==> config.mk <==
export PLATFORM = sky130hd
export DESIGN_NAME = vaddr_decode
export DESIGN_NICKNAME = d
export VERILOG_FILES = /design/src/rtl/p2mem_pkg.sv /design/src/rtl/vaddr_decode.sv
export VERILOG_INCLUDE_DIRS = /design/src /design/src/rtl
export SDC_FILE = /design/constraint.sdc
export NUM_CORES = 1
export LEC_CHECK = 0
export ABC_AREA = 1
export BUFFER_PORTS_ARGS = -buffer_cell sky130_fd_sc_hd__buf_2
export CAP_MARGIN = 20
export CORE_AREA = 2 2 39 41
export DETAILED_ROUTE_END_ITERATION = 10
export DIE_AREA = 0 0 41 43
export MAX_ROUTING_LAYER = met4
export PLACE_DENSITY = 0.66
export SLEW_MARGIN = 5
export SYNTH_ARGS = -nofsm -noshare
export SYNTH_HDL_FRONTEND = slang
export SYNTH_SLANG_ARGS = --single-unit
==> constraint.sdc <==
create_clock -name vclk -period 3.15
set_input_delay 0.63 -clock vclk [all_inputs]
set_output_delay 0.63 -clock vclk [all_outputs]
set_load 0.05 [all_outputs]
==> src/rtl/p2mem_defines.svh <==
`ifndef P2MEM_DEFINES_SVH
`define P2MEM_DEFINES_SVH

// data word width
`define P2_WIDTH 16

// valid flat addresses, all below this are in range
`define P2_NUMADDR 80

// pivot banks, need not be a power of two
`define P2_NUMVBNK 5

// rows per bank
`define P2_NUMVROW 16

// cycles from read sample to result
`define P2_READ_DELAY 2

`endif

==> src/rtl/p2mem_pkg.sv <==
`include "p2mem_defines.svh"

package p2mem_pkg;

  // flat address width, the encodings past NUMADDR are invalid
  localparam int BITADDR = $clog2(`P2_NUMADDR);

  // bank index width
  localparam int BITVBNK = $clog2(`P2_NUMVBNK);

  // row index width
  localparam int BITVROW = $clog2(`P2_NUMVROW);

endpackage

==> src/rtl/vaddr_decode.sv <==
`timescale 1ns/10ps
`include "p2mem_defines.svh"

module vaddr_decode (
  input  logic                         ready,
  input  logic                         op_read,
  input  logic                         op_write,
  input  logic [p2mem_pkg::BITADDR-1:0] addr,
  output logic                         rd,
  output logic                         wr,
  output logic                         bad,
  output logic [p2mem_pkg::BITVBNK-1:0] bank,
  output logic [p2mem_pkg::BITVROW-1:0] row
);
  import p2mem_pkg::*;

  localparam logic [BITADDR-1:0] NUM_ADDR = `P2_NUMADDR;
  localparam logic [BITADDR-1:0] NUM_BANK = `P2_NUMVBNK;

  logic               in_range;
  logic [BITADDR-1:0] bank_full;
  logic [BITADDR-1:0] row_full;

  assign in_range = addr < NUM_ADDR;

  // banks interleave on consecutive addresses
  assign bank_full = addr % NUM_BANK;
  assign row_full = addr / NUM_BANK;
  assign bank = bank_full[BITVBNK-1:0];
  assign row = row_full[BITVROW-1:0];

  assign rd = ready && op_read && in_range;
  assign wr = ready && op_write && in_range;
  // out of range writes just vanish
  assign bad = ready && op_read && !in_range;

endmodule

# ---- Word-level counts from Yosys, hierarchy flattened
# Cells that the tools add are included.
# Widths: inputs -> output; s select.
dict set report op_classes {
  div 2
  order_cmp 1
  reduce_logical 6
}
# op n
set op_table {}
lappend op_table {{$div 7x3->7 const B} 1}
lappend op_table {{$lt 7x7->1 const B} 1}
lappend op_table {{$mod 7x3->7 const B} 1}
lappend op_table {{$logic_and 1x1->1} 5}
lappend op_table {{$logic_not 1->1} 1}
dict set report totals {
  register_bits 0
  in_bits 10
  output_inout_bits 10
  word_cells 9
}

# ---- Logic depth before layout (Yosys ltp)
dict set report logic_depth {
  word_depth 3
  depth_mapped 21
  mapped_depth_nobuf 21
}

# ---- Worst setup path before layout
# Ideal clock, no wire load.
dict set report synth_timing {
  kind {input-to-output}
  from {input addr[4] in the netlist's numbering}
  to {output bank[2] in the netlist's numbering}
  arrival_ns 3.072
  setup_slack_ns -0.552
  path_stages 17
  n_path_buf 0
  cell_sequence {inv_1 nand2_1 nand2_2 inv_2 nand2_4 nand2_4 nand2_4 nand3_4 nand2_4 nand2_2 a21oi_4 nand2_4 nand2_2 nand2_1 nand2_1 inv_1 a21boi_1}
}
dict set report synth_via {
  elab_chain_cells 1
}
# item line
set synth_rtl {}
lappend synth_rtl {{start, declared} vaddr_decode.sv:8} ;# input logic [p2mem_pkg::BITADDR-1:0] addr,
lappend synth_rtl {{$mod 7x3->7} vaddr_decode.sv:27} ;# assign bank_full = addr % NUM_BANK;
lappend synth_rtl {{end, declared} vaddr_decode.sv:12} ;# output logic [p2mem_pkg::BITVBNK-1:0] bank,
# Every way passes these cells.

# ---- Final worst setup path
dict set report layout_timing {
  from {input addr[6] in the netlist's numbering}
  to {output bank[0] in the netlist's numbering}
}
# Same word-level chain as after synthesis.

==> impl_metrics.env <==
export IMPL_syn_avg_cell_area_um2=5.68
export IMPL_cp_start_kind="input port"
export IMPL_end_kind="output port"
export IMPL_cp_required_ns=2.52
export IMPL_path_class="in -> out"
export IMPL_grtUsageTotal_pct=20.3
export IMPL_core_region_area_um2=1380
export IMPL_flops_and_latches=0
export IMPL_grt_overflow=0
export IMPL_cpMostUsedCell="nand2_4"
export IMPL_timing_hold_ws_ns=1.65
export IMPL_cp_slowest_stage_delay_ns=0.18
export IMPL_antenna_found_initial=0
export IMPL_drv_cap=0
export IMPL_seq_area_um2=0
export IMPL_syn_to_final_growth_pct=111
export IMPL_cts_hold_buffers=0
export IMPL_drt_iter0_drc=6
export IMPL_grt_pass1_vias=689
export IMPL_num_antenna_cells=0
export IMPL_drive_gt1_share_pct=68.4
export IMPL_drc=0
export IMPL_placed_area_um2=820
export IMPL_final_max_slew_viol_count=0
export IMPL_critPathArrivalTime_ns=2.55
export IMPL_synth_cell_type_count=20
export IMPL_routed_via_density=4.95
export IMPL_die_y_um=43
export IMPL_period_minus_slack_ns=3.18
export IMPL_power_density_nw_per_um2=395
export IMPL_p_leak_nw=0.609
export IMPL_fp_dieW_um=41
export IMPL_crit_family="simple AND/OR/NAND/NOR gates"
export IMPL_fin_nets=147
export IMPL_fmax_mhz=314
export IMPL_grt_max_degree=8
export IMPL_wl_per_cell_um=11.6
export IMPL_clkbuf_count=0
export IMPL_max_vdd_ir_drop_uv=184
export IMPL_worstHoldPathType="in -> out"
export IMPL_syn_nets=103
export IMPL_ant_nets=0
export IMPL_io_buffers=20
export IMPL_critPathBufInv=6
export IMPL_final_common_cell="buf_4"
export IMPL_via_count=737
export IMPL_final_cell_mix="buf_4 (21), nand2_4 (18), inv_1 (14)"
export IMPL_relSlewSlack_pct=80.6
export IMPL_finalNonFillerCells=149
export IMPL_slowest_stage="o21ai_2"
export IMPL_synth_cell_area_um2=517
export IMPL_initial_utilization_pct=37.3
export IMPL_worst_slack_ns=-0.0306
export IMPL_ios=20
export IMPL_path_max_fanout=7
export IMPL_fp_row_count=14
export IMPL_worstMarginPinSlew_ns=0.290
export IMPL_synthCells=91
export IMPL_dp_worst_setup_slack_ns=-0.227
export IMPL_status="complete, but fails checks"
export IMPL_yosysWarningCount=0
export IMPL_period_share_pct=101
export IMPL_p_total_mw=0.431
export IMPL_grt_pass1_wl_um=2560
export IMPL_rsz0062_at_grt="true"
export IMPL_hold_violations=0
export IMPL_fp_dieArea_um2=1760
export IMPL_dp_hpwl_um=1070
export IMPL_finalWirelength_um=1730
export IMPL_place_inst=140
export IMPL_final_area_um2=1090
export IMPL_place_congestion=0.855
export IMPL_timing_critical_path_cells="buf_12 -> nand2_4 -> buf_4 -> nand4_1 -> nand2_1 -> nand2_4 -> inv_1 -> o21ai_2 -> nand2_4 -> buf_4 -> ha_1 -> a21oi_2 -> nand4_1 -> nand3_2 -> inv_4 -> nand2_8 -> nand2_2 -> nand2_4 -> buf_8"
export IMPL_violations="setup timing"
export IMPL_ys_seq_area_share_pct=0
export IMPL_dr_pass1_iters=4
export IMPL_setup_viol=3
area by class of cell:
cell class | count | area [µm²]
fill | 97 | 293
timing repair buffer | 42 | 350
multi-input combinational | 71 | 636
inverter | 20 | 85.1
tap | 16 | 20.0
power by group:
group / switching (mW) / internal, mW
Combinational: 0.263 / 0.169
Sequential: 0 / 0
Clock: 0 / 0
layer usage:
metal  share of wire (%)  vias up  global-route usage [%]
li1                    -      376                       -
met1                  36      337                    20.6
met2                  58       18                    39.7
met3                 2.1        6                       0
met4                 3.1        0                    4.00
met5                   0        -                       -
worst paths after layout:
kind / from / to / slack, ns / depth (start not counted)
setup / recovery: addr[6] / bank[0] / -0.03 / 19
hold / removal: op_write / wr / 1.65 / 4
tightest hold or removal path, cell delays in order:
cell,delay (ns)
buf_2,0.09
nand2_1,0.06
nor2_1,0.04
buf_2,0.20
cell usage after synthesis, drive strengths merged:
library cell	count	share of area, %
ha	2	4.8
o21ai	3	2.9
a21boi	1	1.5
nand3b	2	2.9
nor3	2	1.9
o2111ai	1	1.7
nand2	42	45
a21oi	3	5.1
inv	20	15
nor2	2	1.5
nand3	9	13
nand4	3	3.6
o31ai	1	1.5
per-stage QoR:
| step | util (%) | setup TNS [ns] |
|---|---|---|
| after floorplan | - | 0 |
| after global placement | 59.2 | -0.638 |
| after detailed placement | 59.2 | -0.682 |
| after CTS | 71.2 | -0.0000140 |
| after global routing | 78.8 | -0.540 |
| final | 78.8 | -0.0713 |
kinds of logic after synthesis:
kind of cell               after synthesis  share of synthesized area [%]
buffers and inverters                   20                           14.5
AOI/OAI and AO/OA                        9                           12.6
and+or+nand+nor                         60                           68.0
adders and majority gates                2                           4.84
timing repair:
item,CTS,global route
endpoints found under the setup margin,4,4
pin swaps,13,9
setup buffers,6,3
resized for setup,37,20
Note: power is estimated with default switching activity, not from simulation.
