`src/rtl/p2mem_defines.svh`:
```
`ifndef P2MEM_DEFINES_SVH
`define P2MEM_DEFINES_SVH

// data word width
`define P2_WIDTH 16

// valid flat addresses, all below this are in range
`define P2_NUMADDR 80

// pivot banks, need not be a power of two
`define P2_NUMVBNK 5

// rows per bank
`define P2_NUMVROW 16

// cycles from read sample to result
`define P2_READ_DELAY 2

`endif

```
`src/rtl/p2mem_pkg.sv`:
```
`include "p2mem_defines.svh"

package p2mem_pkg;

  // flat address width, the encodings past NUMADDR are invalid
  localparam int BITADDR = $clog2(`P2_NUMADDR);

  // bank index width
  localparam int BITVBNK = $clog2(`P2_NUMVBNK);

  // row index width
  localparam int BITVROW = $clog2(`P2_NUMVROW);

endpackage

```
`src/rtl/read_return.sv`:
```
`timescale 1ns/10ps
`include "p2mem_defines.svh"

module read_return (
  input  logic                          clk,
  input  logic                          rstvld,
  input  logic                          rd1,
  input  logic                          bad1,
  input  logic [p2mem_pkg::BITVBNK-1:0] bank1,
  input  logic [`P2_WIDTH-1:0]          bank_dat1,
  input  logic [`P2_WIDTH-1:0]          cache_dat1,
  input  logic                          map_vld1,
  input  logic [p2mem_pkg::BITVBNK-1:0] map_bank1,
  input  logic                          rd2,
  input  logic                          bad2,
  input  logic [p2mem_pkg::BITVBNK-1:0] bank2,
  input  logic [`P2_WIDTH-1:0]          bank_dat2,
  input  logic [`P2_WIDTH-1:0]          cache_dat2,
  input  logic                          map_vld2,
  input  logic [p2mem_pkg::BITVBNK-1:0] map_bank2,
  output logic [1:0]                    vread_vld,
  output logic [1:0]                    vread_err,
  output logic [2*`P2_WIDTH-1:0]        vdout
);

  localparam int DLY = `P2_READ_DELAY;

  logic                 hit1;
  logic                 hit2;
  logic [`P2_WIDTH-1:0] sel1;
  logic [`P2_WIDTH-1:0] sel2;

  logic [1:0]             vld_q [DLY];
  logic [1:0]             err_q [DLY];
  logic [2*`P2_WIDTH-1:0] dat_q [DLY];

  // cache holds the live word only when the map names this bank
  assign hit1 = map_vld1 && (map_bank1 == bank1);
  assign hit2 = map_vld2 && (map_bank2 == bank2);

  // error returns and idle slots carry zero data
  assign sel1 = rd1 ? (hit1 ? cache_dat1 : bank_dat1) : '0;
  assign sel2 = rd2 ? (hit2 ? cache_dat2 : bank_dat2) : '0;

  always_ff @(posedge clk) begin
    if (rstvld) begin
      for (int i = 0; i < DLY; i++) begin
        vld_q[i] <= '0;
        err_q[i] <= '0;
        dat_q[i] <= '0;
      end
    end else begin
      vld_q[0] <= {rd2, rd1};
      err_q[0] <= {bad2, bad1};
      dat_q[0] <= {sel2, sel1};
      for (int i = 1; i < DLY; i++) begin
        vld_q[i] <= vld_q[i-1];
        err_q[i] <= err_q[i-1];
        dat_q[i] <= dat_q[i-1];
      end
    end
  end

  assign vread_vld = vld_q[DLY-1];
  assign vread_err = err_q[DLY-1];
  assign vdout = dat_q[DLY-1];

endmodule

```
`config.mk`:
```
export PLATFORM = sky130hd
export DESIGN_NAME = read_return
export DESIGN_NICKNAME = d
export VERILOG_FILES = /design/src/rtl/p2mem_pkg.sv /design/src/rtl/read_return.sv
export VERILOG_INCLUDE_DIRS = /design/src /design/src/rtl
export SDC_FILE = /design/constraint.sdc
export NUM_CORES = 1
export LEC_CHECK = 0
export ABC_AREA = 0
export BUFFER_PORTS_ARGS = -buffer_cell sky130_fd_sc_hd__buf_2
export CAP_MARGIN = 20
export CELL_PAD_IN_SITES_DETAIL_PLACEMENT = 0
export CELL_PAD_IN_SITES_GLOBAL_PLACEMENT = 1
export CORE_ASPECT_RATIO = 1.5
export CORE_MARGIN = 2
export CORE_UTILIZATION = 35
export CTS_BUF_LIST = sky130_fd_sc_hd__clkbuf_4
export DETAILED_ROUTE_END_ITERATION = 10
export PLACE_DENSITY = 0.81
export SLEW_MARGIN = 40
export SYNTH_ARGS = -nofsm -noshare
export SYNTH_HDL_FRONTEND = slang
export SYNTH_SLANG_ARGS = --single-unit
```
`constraint.sdc`:
```
create_clock -name clk -period 1.1 [get_ports clk]
set_input_delay 0 -clock clk [delete_from_list [all_inputs] [get_ports clk]]
set_output_delay 0 -clock clk [all_outputs]
set_load 0.005 [all_outputs]
```
-- Word level (Yosys, flattened, before mapping)
Memories as Yosys holds them, arrays and structs flattened.
Index checks and enable logic that the tools add are counted.
W data, S select, Z words.
- register bits after elaboration: 0
- memory bits (writable): 72
- input port bits: 84
- output and inout port bits: 36
- memories: 3
- memory list (name ; depth ; bits a word ; read ports ; clocked after Yosys merged registers in ; wr ports ; RTL line ; text):
    dat_q ; 2 ; 32 ; 2 ; 0 ; 2 ; read_return.sv:35 ; logic [2*`P2_WIDTH-1:0] dat_q [DLY];
    err_q ; 2 ; 2 ; 2 ; 0 ; 2 ; read_return.sv:34 ; logic [1:0] err_q [DLY];
    vld_q ; 2 ; 2 ; 2 ; 0 ; 2 ; read_return.sv:33 ; logic [1:0] vld_q [DLY];
- equality and inequality tests: 2
- muxes and demuxes: 13
- bitwise gates (word level): 6
- reduce and logical (&&, ||, !) cells: 2
- operators by type and width (cell ; count):
    $mux W16 ; 4
    $mux W32 ; 2
    $mux W2 ; 4
    $eq A3 B3 Y1 ; 2
    $or A1 B1 Y1 ; 6
    $mux W1 ; 3
    $logic_and A1 B1 Y1 ; 2

-- Logic depth before layout (Yosys ltp)
- depth in word-level cells: 5
- mapped depth: 5
- depth with buffers taken out: 3

-- Worst setup path before layout
No wires, ideal clock.
- path type: input to register
- start point: input bank1[0] in the netlist's numbering
- end point: memory dat_q[0][10] in the netlist's numbering
- library setup time: 0.072 ns
- data arrival time: 0.753 ns
- required time: 1.028 ns
- setup slack: 0.276 ns
- stages: 5
- buffers on the path: 2
- path through: xnor2_1 and4_1 buf_6 buf_12 mux2i_1
- RTL lines (what ; RTL line ; text):
    from (decl) ; read_return.sv:9 ; input logic [p2mem_pkg::BITVBNK-1:0] bank1,
    to (decl) ; read_return.sv:35 ;

==> metrics.txt <==
commonest cells after routing, fill and taps aside=buf_2 (119), dfxtp_1 (72), dlygate4sd3_1 (66); clk root buf=clkbuf_4; Post-DP HPWL=3.59 mm; Fill cells=between 700 and 800; Clk Latency, worst-skew pair=roughly 0.41 ns; Clock transition at path regs=0.11 ns; Seq pwr share=52.3%; period utilization=roughly 100%; Synth Instances=approximately 270; H-tree levels=3; Die H=around 110 um; Slew HR=between 70% and 80%; maximum clock rate=between 900 and 1000 MHz; largest buffer count on any clock path=2; die area=0.00861 mm2; Syn Area/Cell=around 10 um2; Core Region=0.00761 mm2; Leakage=about 0.0019 uW; grt ovf=0; Max stage delay on crit path=roughly 0.57 ns; Worst EP arrival=1.46 ns; Worst-Margin Slew=around 0.37 ns; DR vias=~2.1k; First DRT Iteration DRCs=between 70 and 80; CP endpoint kind=register; yosys warns=0; max-cap violations=0; combinational power share=between 10% and 20%; Initial Util=between 30 and 40%; post-synthesis sequential area ratio=52.3%; Final Hold Vio Count=0; RSZ-0062 raised after global routing=false; Avg WL per Cell=roughly 11 um; Max Fanout on Critical Path=8; Syn Std Cell Area=between 0.002 and 0.003 mm2; clock skew=0.0116 ns; clock sink count=72; slowest CP cell=dlygate4sd3_1; Setup-failing EPs final=0; post-synth net total=roughly 350; status=complete, no violations; share of layout cells above drive strength 1=between 30% and 40%; Net Sw Frac=22.5%; most common cell after layout, fill and taps aside=buf_2; clock share of power=between 30% and 40%; Pre-antenna DRT Iters=3; power density over the cells=around 1300 mW/mm2; remaining antenna violation count after routing=0; TritonCTS buffer count=9; setup TNS=0 ns; setup bufs post-CTS=0; CP cell instances=buf_2 -> xnor2_1 -> and4_4 -> buf_12 -> mux2i_1 -> dlygate4sd3_1; fin. max-slew vios=0; CP Launch Type=input port; CP Data Required Time=approximately 1.5 ns; synth unique cells=12; global-route usage over all layers=between 10% and 20%; vias per cell=a little over 4; CTS tree=built; Seq cells post-synth=72; crit-path leading delay family=buffers and inverters; IO Count=120; Area Overhead vs Synth=47.2%; first-pass GRT wire length=about 9 mm; Post-Route Utilization=between 50% and 60%; CP Buf/Inv Count=3; pin count of the biggest net entering global routing=39; drt drc=0; peak supply drop=0.765 mV; worst min-delay path class=input port to register; WS Path Type=input port to register; row count=39; Port Buffers=119; nets=~500; P_int=a little over 4000 uW; final wirelength=between 5 and 6 mm; number of global-route vias before repair=a little over 2k; fin crit period=between 1 and 1.5 ns; initial antenna violation count=1; chip width=between 70 and 80 um; Routability Congestion=about 0.70; Net Sw Power=between 1000 and 1500 uW
-- repair_timing --
item | in CTS | in global routing
hold buffers | 66 | 0
setup endpoints to repair | 0 | 4
hold endpoints to repair | 34 | 0
gates resized for setup | 0 | 5
-- worst paths after layout --
check / endpoint / from / slack, ns / cells after the start
setup / recovery: dat_q[0][31]$_SDFF_PP0_ / bank2[0] / 0.004 / 6
hold / removal: vld_q[0][0]$_SDFF_PP0_ / rd1 / 0.03 / 3
setup reg to reg: dat_q[0][49]$_SDFF_PP0_ / dat_q[0][17]$_SDFF_PP0_ / 0.51 / 1
hold reg to reg: dat_q[0][48]$_SDFF_PP0_ / dat_q[0][16]$_SDFF_PP0_ / 0.44 / 1
-- area by class of cell --
class / count / area (um2) / share of cell area (%)
diodes: 1 / 2.50 / 0.0617
clock buffers: 9 / 67.6 / 1.67
clock inverters: 6 / 85.1 / 2.10
multi-input cells: 144 / 938 / 23.1
flip-flops and latches: 72 / 1440 / 35.5
well taps: 102 / 128 / 3.15
repair buffers: 192 / 1390 / 34.4
-- tightest hold or removal path, cell delays in order --
cell and delay (ns):
buf_2 0.07, and2b_2 0.15, buf_12 0.17
-- power groups by stage --
stage / registers [uW] / clock network, uW / logic [uW]
6_report: 2740 / 1820 / 676
5_1_grt: 2750 / 2000 / 739
4_1_cts: 2740 / 1860 / 646
3_5_place_dp: 2800 / 0 / 474
3_3_place_gp: 2790 / 0 / 466
2_1_floorplan: 2790 / 0 / 303
-- registers in the layout, summed over array words and instances (netlist names) --
register / flops
dat_q: 64
err_q: 4
vld_q: 4
-- per-stage QoR --
stage	setup slack [ns]	std cells	hold slack (ns)	area (um2)	power, uW
after floorplan	0.276	268	0.128	2760	3090
after global placement	0.170	442	0.211	3180	3260
after detailed placement	0.124	442	0.219	3180	3270
after CTS	0.0541	523	0.00305	3990	5250
after global routing	0.00300	526	0.0169	4060	5490
final	0.00410	526	0.0341	4060	5230
-- cell families after synthesis --
logic type	synth area share (%)
buf+inv	14.1
simple gates	20.1
flops	52.3
xor+xnor	1.91
mux	11.6
-- routing by layer --
layer / up-vias / share of wire [%] / routed length, um / global-route usage, %
met2: 73 / 54 / 3130 / 24.5
met3: 14 / 5.0 / 293 / 4.02
met1: 943 / 38 / 2250 / 13.8
met4: 0 / 2.9 / 170 / 9.45
met5: - / 0 / 0 / 0
li1: 1099 / - / - / -
-- cell usage after synthesis --
cell type / n / area [um2]
and2b_2: 18 / 158
and4_1: 2 / 17.5
buf_12: 2 / 40.0
buf_2: 8 / 40.0
buf_4: 36 / 270
buf_6: 2 / 22.5
clkbuf_1: 4 / 15.0
dfxtp_1: 72 / 1440
mux2i_1: 32 / 320
nand2_1: 64 / 240
nor2b_1: 22 / 138
xnor2_1: 6 / 52.6
Power figures use the tool's default switching activity.
