==> src/rtl/p2mem_defines.svh <==
`ifndef P2MEM_DEFINES_SVH
`define P2MEM_DEFINES_SVH

// data word width
`define P2_WIDTH 16

// valid flat addresses, all below this are in range
`define P2_NUMADDR 80

// pivot banks, need not be a power of two
`define P2_NUMVBNK 5

// rows per bank
`define P2_NUMVROW 16

// cycles from read sample to result
`define P2_READ_DELAY 2

`endif

==> src/rtl/p2mem_pkg.sv <==
`include "p2mem_defines.svh"

package p2mem_pkg;

  // flat address width, the encodings past NUMADDR are invalid
  localparam int BITADDR = $clog2(`P2_NUMADDR);

  // bank index width
  localparam int BITVBNK = $clog2(`P2_NUMVBNK);

  // row index width
  localparam int BITVROW = $clog2(`P2_NUMVROW);

endpackage

==> src/rtl/write_placement.sv <==
`timescale 1ns/10ps
`include "p2mem_defines.svh"

module write_placement (
  input  logic                          rd1,
  input  logic                          wr1,
  input  logic [p2mem_pkg::BITVBNK-1:0] bank1,
  input  logic [p2mem_pkg::BITVROW-1:0] row1,
  input  logic [`P2_WIDTH-1:0]          din1,
  input  logic                          rd2,
  input  logic                          wr2,
  input  logic [p2mem_pkg::BITVBNK-1:0] bank2,
  input  logic [p2mem_pkg::BITVROW-1:0] row2,
  input  logic [`P2_WIDTH-1:0]          din2,
  input  logic                          map_vld1,
  input  logic [p2mem_pkg::BITVBNK-1:0] map_bank1,
  input  logic                          map_vld2,
  input  logic [p2mem_pkg::BITVBNK-1:0] map_bank2,
  input  logic [`P2_WIDTH-1:0]          cache_dat1,
  input  logic [`P2_WIDTH-1:0]          cache_dat2,
  output logic                          bwr1,
  output logic [p2mem_pkg::BITVBNK-1:0] bbank1,
  output logic [p2mem_pkg::BITVROW-1:0] brow1,
  output logic [`P2_WIDTH-1:0]          bdin1,
  output logic                          bwr2,
  output logic [p2mem_pkg::BITVBNK-1:0] bbank2,
  output logic [p2mem_pkg::BITVROW-1:0] brow2,
  output logic [`P2_WIDTH-1:0]          bdin2,
  output logic                          cwr,
  output logic [p2mem_pkg::BITVROW-1:0] crow,
  output logic [`P2_WIDTH-1:0]          cdin,
  output logic [p2mem_pkg::BITVBNK-1:0] cbank,
  output logic                          mclr1,
  output logic [p2mem_pkg::BITVROW-1:0] mrow1,
  output logic                          mclr2,
  output logic [p2mem_pkg::BITVROW-1:0] mrow2
);
  import p2mem_pkg::*;

  logic               to_cache1;
  logic               to_cache2;
  logic               own_hit1;
  logic               own_hit2;
  logic               old_vld;
  logic [BITVBNK-1:0] old_bank;
  logic [`P2_WIDTH-1:0] old_dat;
  logic               evict;

  // bank busy: the other port reads it, or port 1 already writes it
  assign to_cache1 = wr1 && rd2 && (bank2 == bank1);
  assign to_cache2 = wr2 && (rd1 || wr1) && (bank1 == bank2);

  // map entry of the port's row points at the port's own bank
  assign own_hit1 = map_vld1 && (map_bank1 == bank1);
  assign own_hit2 = map_vld2 && (map_bank2 == bank2);

  // at most one port can lose its bank in a cycle
  assign cwr = to_cache1 || to_cache2;
  assign crow = to_cache1 ? row1 : row2;
  assign cdin = to_cache1 ? din1 : din2;
  assign cbank = to_cache1 ? bank1 : bank2;

  // word currently cached in the row about to be overwritten
  assign old_vld = to_cache1 ? map_vld1 : map_vld2;
  assign old_bank = to_cache1 ? map_bank1 : map_bank2;
  assign old_dat = to_cache1 ? cache_dat1 : cache_dat2;
  assign evict = cwr && old_vld && (old_bank != cbank);

  assign bwr1 = wr1 && !to_cache1;
  assign bbank1 = bank1;
  assign brow1 = row1;
  assign bdin1 = din1;

  // port 2's bank write is idle whenever a cache write happens,
  // so the evicted word always leaves through it
  always_comb begin
    if (evict) begin
      bwr2 = 1'b1;
      bbank2 = old_bank;
      brow2 = crow;
      bdin2 = old_dat;
    end else begin
      bwr2 = wr2 && !to_cache2;
      bbank2 = bank2;
      brow2 = row2;
      bdin2 = din2;
    end
  end

  // a pivot write makes the cached copy of its own bank stale
  assign mclr1 = bwr1 && own_hit1;
  assign mrow1 = row1;
  assign mclr2 = wr2 && !to_cache2 && own_hit2;
  assign mrow2 = row2;

endmodule

==> config.mk <==
export PLATFORM = sky130hd
export DESIGN_NAME = write_placement
export DESIGN_NICKNAME = d
export VERILOG_FILES = /design/src/rtl/p2mem_pkg.sv /design/src/rtl/write_placement.sv
export VERILOG_INCLUDE_DIRS = /design/src /design/src/rtl
export SDC_FILE = /design/constraint.sdc
export NUM_CORES = 1
export LEC_CHECK = 0
export BUFFER_PORTS_ARGS = -buffer_cell sky130_fd_sc_hd__buf_4
export CAP_MARGIN = 20
export CORE_MARGIN = 3
export CORE_UTILIZATION = 33
export DETAILED_ROUTE_END_ITERATION = 10
export PLACE_DENSITY = 0.85
export SYNTH_ARGS = -nofsm -noshare
export SYNTH_HDL_FRONTEND = slang
export SYNTH_SLANG_ARGS = --single-unit
==> constraint.sdc <==
create_clock -name vclk -period 3.45
set_input_delay 0.69 -clock vclk [all_inputs]
set_output_delay 0.69 -clock vclk [all_outputs]
set_load 0.01 [all_outputs]
Word level (Yosys, flattened, before mapping)
Index checks and enable logic that the tools add are counted.

Reductions and logical operators: 16. Equality and inequality tests: 5. Multiplexer cells: 10.

Operators by type and width (count): $mux W16 (3); $eq A3 B3 Y1 (4); $logic_and A1 B1 Y1 (12); $mux W3 (3); $mux W4 (2); $ne A3 B3 Y1 (1); $logic_not A1 Y1 (2); $logic_or A1 B1 Y1 (2); $mux W1 (2).

Flip-flop bits (word level): 0. Word-level logic and storage cells: 31. Output and inout port bits: 82.

Depth between registers and ports, before layout
Gate-level depths: netlist (run 1).

Depth in word-level cells: 7. Gate-level depth with buffers: 7. Mapped depth without buffers: 6.

Least setup slack after synthesis (run 1)
Ideal clock, no wire load.

Path kind: input to output. Start point: input bank1[2] in the netlist's numbering. End point: output bdin2[0]. Arrival time: 2429 ps. Data required time: 2760 ps. Stages on the path: 7. Buffers on the path: 1. Slack: 331 ps. Cells stage by stage: xor2_1 -> nor4_4 -> mux2i_1 -> xnor2_1 -> o31a_1 -> buf_6 -> mux2_4.

Word-level cells in the longest chain between the ends: 6.

RTL lines: start, declared (RTL line write_placement.sv:7) `input logic [p2mem_pkg::BITVBNK-1:0] bank1,`; $eq A3 B3 Y1 (RTL line write_placement.sv:50, write_placement.sv:51); $logic_and A1 B1 Y1, on equally long branches (RTL line write_placement.sv:50, write_placement.sv:51); $mux W3, or another cell as far along (RTL line write_placement.sv:65) `assign old_bank = to_cache1 ? map_bank1 : map_bank2;`; $ne A3 B3 Y1 or $logic_and A1 B1 Y1 (tied branches) (RTL line write_placement.sv:67) `assign evict = cwr && old_vld && (old_bank != cbank);`; $logic_and A1 B1 Y1 (RTL line write_placement.sv:67); $mux W16 * (RTL line write_placement.sv:77) `if (evict) begin`; end, declared (RTL line write_placement.sv:28) `` output logic [`P2_WIDTH-1:0] bdin2, ``.

Every way passes the cells marked *; elsewhere a longest branch is shown, timed or not.

Worst setup path after layout (run 1)
Start point: input bank2[1] in the netlist's numbering. End point: output bdin2[5].

Word-level cells in the longest chain between the ends: 6.

RTL lines: start, declared (RTL line write_placement.sv:12) `input logic [p2mem_pkg::BITVBNK-1:0] bank2,`; $eq A3 B3 Y1 (RTL line write_placement.sv:50, write_placement.sv:51); $logic_and A1 B1 Y1, on equally long branches (RTL line write_placement.sv:50, write_placement.sv:51); $mux W3, or another cell as far along (RTL line write_placement.sv:65); $ne A3 B3 Y1 or $logic_and A1 B1 Y1 (tied branches) (RTL line write_placement.sv:67); $logic_and A1 B1 Y1 (RTL line write_placement.sv:67); $mux W16 * (RTL line write_placement.sv:77).

Marked as above.

==> results.cfg, run 1 <==
[power_and_ir_drop]
p_per_area_mw_per_mm2 = 128
total_leakage_power_nw = 1.33
vdd_drop_max_mv = 0.0878
net_switching_fraction_of_the_power_pct = 37.0
reported_net_switching_power_mw = 0.127
internal_power_mw = 0.217
seqPwrFrac_pct = 0
power.share.clock_pct = 0
combinational_power_share_pct = 100.0
total_power_mw = 0.344

[yosys]
ys.warnings.count = 0
synth_top_cell_by_area = mux2_2
syn-mean-instance-area_um2 = 9.29
synth_area_leaders = mux2_2 33%, mux2_4 22%, buf_4 18%
synth_fp_nets = 227
synthDistinctLibCells = 21
synthesis.instances = 137
yosysSeqAreaShare_pct = 0
synth.top_cell.area_share_pct = 32.7
post_synth_instance_area_mm2 = 0.00127

[setup_path]
peak_fanout_along_the_critical_path = 5
worst_endpoint_required_time_ns = 2.76
crit_path_start_kind = input port
worst_path_largest_cell_delay_ns = 0.33
timing.critical_path.slowest_stage_cell = nor4_4
end_kind = output pin
critPathKind = input port to output pin
cp.arrival_ns = 2.88
startpoint = bank2[1]
critical_path.cell_chain = buf_8 > xor2_4 > nor4_4 > buf_4 > mux2i_4 > xnor2_1 > o31a_1 > buf_12 > clkbuf_16 > mux2_4 > buf_6

[finish]
antenna_cells = 0
drive_gt1_share_pct = 87.5
number_of_flip_flops_and_latches = 0
clockBufferCount = 0
layout.cells.most_common = buf_4
layout-area-overhead-vs-synth_pct = 111
layout.cells.most_common_list = 162 x buf_4, 37 x mux2_2, 22 x buf_6
ff_latch_area_um2 = 0
final_core_utilization_pct = 76.1
final_nets = 379

[grt]
grt_start_max_net_pins = 24
grt_remaining_overflow = 0
grt_pass1_wl_mm = 6.57
grt_pass1_vias = 1473
grt_use_total_pct = 17.9
antenna_found_initial = 0

[min_path]
min_path_type = input port to output pin
hold_path.startpoint = din1[4]
timing.hold.worst_path_depth = 2
hold_end = bdin1[4]

[timing]
rsz0062_at_grt = true
clock.fmax_ghz = 0.280
setup_viol_count_final = 21
hold_viol = 0
post-route-period-util_pct = 103
shortest_clock_period_the_worst_path_allows_after_layout_ns = 3.57
timing_worst_slew_pin_value_ns = 0.345
worst_setup_margin_ns = -0.119
timing.final.max_slew_violations = 0
max_slew_margin_pct = 76.9

[placed_design]
place.gp.congestion = 0.822
detailedPlacementHpwl_mm = 4.30
placement.io_buffers = 172

[die]
dieHeight_um = 68.1
die_area_mm2 = 0.00464
floorplan.initialDensity_pct = 36.1
die_x_um = 68.1
fp-row-count = 21
core_mm2 = 0.00352
num_io_pins = 172

[flow_run]
drv.max_cap_violation_count = 0

[drt]
drt.antenna.violating_nets = 0
detailedRoute.firstIterationViolations = 40
detail_route.vias_per_cell = 4.68
drc = 0
routed_wire_length_per_instance_um = 15.6
drt_pre_antenna_iters = 4
dr_total_vias = 1560
drt_wl_total_mm = 5.21

[run_status]
run_status = finished with violations
violated_checks = setup timing

[clock_network]
hold_buffers = 0
what timing repair did:
action                     CTS  global route
cloned                       0             2
pin swaps                    2             4
hold endpoints to repair     0             0
buffers inserted             2             1
setup endpoints to repair   20            21
gates resized for setup      4            27
cell usage after synthesis:
master and number:
nand2b_1 1, and4_1 1, mux2i_1 3, buf_6 2, nor2_1 7, nor4_4 1, nor2b_1 1, mux2_4 19
clkbuf_1 3, buf_4 31, mux2_2 37, nand2_1 3, buf_2 4, a21oi_1 5, nand4_1 1, xnor2_1 7
nor3b_1 1, or3_1 1, xor2_1 5, o21ai_0 3, o31a_1 1
worst max-delay path by stage:
| stage | end | slack (ns) | depth (start not counted) |
|---|---|---|---|
| after floorplan | bdin2[0] | 0.33 | 7 |
| after global placement | brow2[3] | -0.09 | 10 |
| after detailed placement | brow2[3] | -0.14 | 10 |
| after CTS | brow2[3] | -0.08 | 10 |
| after global routing | brow2[0] | -0.19 | 11 |
| final | bdin2[5] | -0.12 | 11 |
cell type report:
type	instances	area [µm²]
multi-input cells	97	1030
repair buffers	190	1590
fillers	253	841
well taps	46	57.6
metrics by stage:
stage / worst slack [ns] / hold WS [ns] / setup TNS (ns) / instance area (µm²) / instances
CTS: -0.0827 / 1.57 / -1.28 / 2490 / 330
floorplan: 0.331 / 1.47 / 0 / 1270 / 137
detailed placement: -0.144 / 1.57 / -2.47 / 2460 / 328
global placement: -0.0852 / 1.57 / -1.31 / 2460 / 328
global route: -0.188 / 1.57 / -3.49 / 2680 / 333
finish: -0.119 / 1.57 / -2.16 / 2680 / 333
power by group through the flow:
stage | clock network, mW | registers [mW] | logic (mW)
floorplan | 0 | 0 | 0.148
global placement | 0 | 0 | 0.310
detailed placement | 0 | 0 | 0.317
CTS | 0 | 0 | 0.322
global route | 0 | 0 | 0.368
finish | 0 | 0 | 0.344
kinds of logic after synthesis:
family          after synthesis  share of synthesized area (%)
simple gates                 17                           7.87
compound gates                9                           3.83
mux                          59                           57.5
xor+xnor                     12                           8.26
buf+inv                      40                           22.5
worst max-delay path: cells and delay by family:
kind                      cells  cell delay, ns
AOI/OAI and AO/OA             1            0.33
xor gates and xnor gates      2            0.27
buffers and inverters         5            0.71
muxes                         2            0.54
and+or+nand+nor               1            0.33
layer usage:
layer,up-vias,part of all wire (%),GRT usage [%]
met5,-,0,0
met4,0,0.73,1.99
met3,6,9.8,2.30
met2,88,58,37.8
met1,711,32,18.6
li1,755,-,-
Note: power is estimated with default switching activity, not from simulation.
==> inputs of run 2 (changes only) <==
--- a/config.mk
+++ b/config.mk
@@ -12,6 +12,7 @@
 export CORE_UTILIZATION = 33
 export DETAILED_ROUTE_END_ITERATION = 10
 export PLACE_DENSITY = 0.85
+export RECOVER_POWER = 50
 export SYNTH_ARGS = -nofsm -noshare
 export SYNTH_HDL_FRONTEND = slang
 export SYNTH_SLANG_ARGS = --single-unit
==> results.cfg, run 2 (synthesis results as in run 1) <==
[run_status]
run_status = finished with violations
violated_checks = setup timing

[drt]
drt.antenna.violating_nets = 0
dr_total_vias = 1564
drt_wl_total_mm = 5.22
drc = 0
routed_wire_length_per_instance_um = 15.7
detail_route.vias_per_cell = 4.70
detailedRoute.firstIterationViolations = 33
drt_pre_antenna_iters = 4

[grt]
antenna_found_initial = 0
grt_use_total_pct = 17.9
grt_pass1_vias = 1473
grt_remaining_overflow = 0
grt_start_max_net_pins = 24
grt_pass1_wl_mm = 6.57

[timing]
max_slew_margin_pct = 76.7
shortest_clock_period_the_worst_path_allows_after_layout_ns = 3.57
post-route-period-util_pct = 103
timing_worst_slew_pin_value_ns = 0.349
setup_viol_count_final = 20
clock.fmax_ghz = 0.280
tns_ns = -2.11
hold_viol = 0
rsz0062_at_grt = true
worst_setup_margin_ns = -0.117
timing.final.max_slew_violations = 0

[placed_design]
preCtsSetupSlack_ns = -0.144
detailedPlacementHpwl_mm = 4.30
placed_instance_area_mm2 = 0.00246
place.gp.congestion = 0.822
placement.io_buffers = 172

[setup_path]
crit_path_start_kind = input port
critPathKind = input port to output pin
worst_endpoint_required_time_ns = 2.76
end_kind = output pin
cp.arrival_ns = 2.88
peak_fanout_along_the_critical_path = 5

[power_and_ir_drop]
total_leakage_power_nw = 1.23
total_power_mw = 0.330
vdd_drop_max_mv = 0.0858
p_per_area_mw_per_mm2 = 128

[die]
core_mm2 = 0.00352
dieHeight_um = 68.1
num_io_pins = 172
die_area_mm2 = 0.00464
floorplan.initialDensity_pct = 36.1
die_x_um = 68.1
fp-row-count = 21

[finish]
drive_gt1_share_pct = 77.7
final_nets = 379
layout-area-overhead-vs-synth_pct = 102
antenna_cells = 0
filler_cell_count = 281
ff_latch_area_um2 = 0
layout.cells.most_common = buf_4
final_cell_area_mm2 = 0.00257
clockBufferCount = 0
number_of_flip_flops_and_latches = 0
final_core_utilization_pct = 73.1
layout.cells.most_common_list = 134 x buf_4, 37 x mux2_2, 28 x clkbuf_1

[clock_network]
hold_buffers = 0

[flow_run]
drv.max_cap_violation_count = 0

[min_path]
timing.hold.worst_path_depth = 2
min_path_type = input port to output pin
[run 2: changes by cell type in the layout (fill, tap and decap cells not counted)]
cell,before,now
clkbuf_1,0,28
buf_4,162,134
[run 2: cell type report]
class / count / area, µm² / area share, %
timing repair buffer: 190 / 1480 / 57.6
tap: 46 / 57.6 / 2.24
multi-input combinational: 97 / 1030 / 40.1
[run 2: what timing repair did]
action | CTS | global route
setup endpoints to repair | 20 | 21
setup buffers | 2 | 1
pin swaps | 2 | 4
cloned | 0 | 2
resized for setup | 4 | 27
[run 2: per-stage QoR]
| step | instances | hold slack [ns] |
|---|---|---|
| detailed placement | 328 | 1.57 |
| floorplan | 137 | 1.47 |
| CTS | 330 | 1.57 |
| finish | 333 | 1.60 |
| global placement | 328 | 1.57 |
| global route | 333 | 1.61 |
[run 2: worst max-delay path, cell delays in order]
cell,delay (ns)
buf_8,0.11
xor2_4,0.18
nor4_4,0.33
buf_4,0.18
mux2i_4,0.24
xnor2_1,0.09
o31a_1,0.33
buf_12,0.15
clkbuf_16,0.15
mux2_4,0.30
buf_6,0.12
[run 2: metal layers]
layer	GRT usage, %	up-vias	wire [µm]
met2	37.8	94	2970
met5	0	-	0
met3	2.30	10	529
li1	-	754	-
met4	1.99	0	61
met1	18.6	706	1650
[run 2: power breakdown]
| group | total, mW | internal [mW] | switching (mW) |
|---|---|---|---|
| Combinational | 0.330 | 0.203 | 0.127 |
| Sequential | 0 | 0 | 0 |
| Clock | 0 | 0 | 0 |
| Total | 0.330 | 0.203 | 0.127 |
[run 2: worst paths after layout]
| kind | end | startpoint |
|---|---|---|
| min | bdin1[13] | din1[13] |
| max | bdin2[5] | bank2[1] |
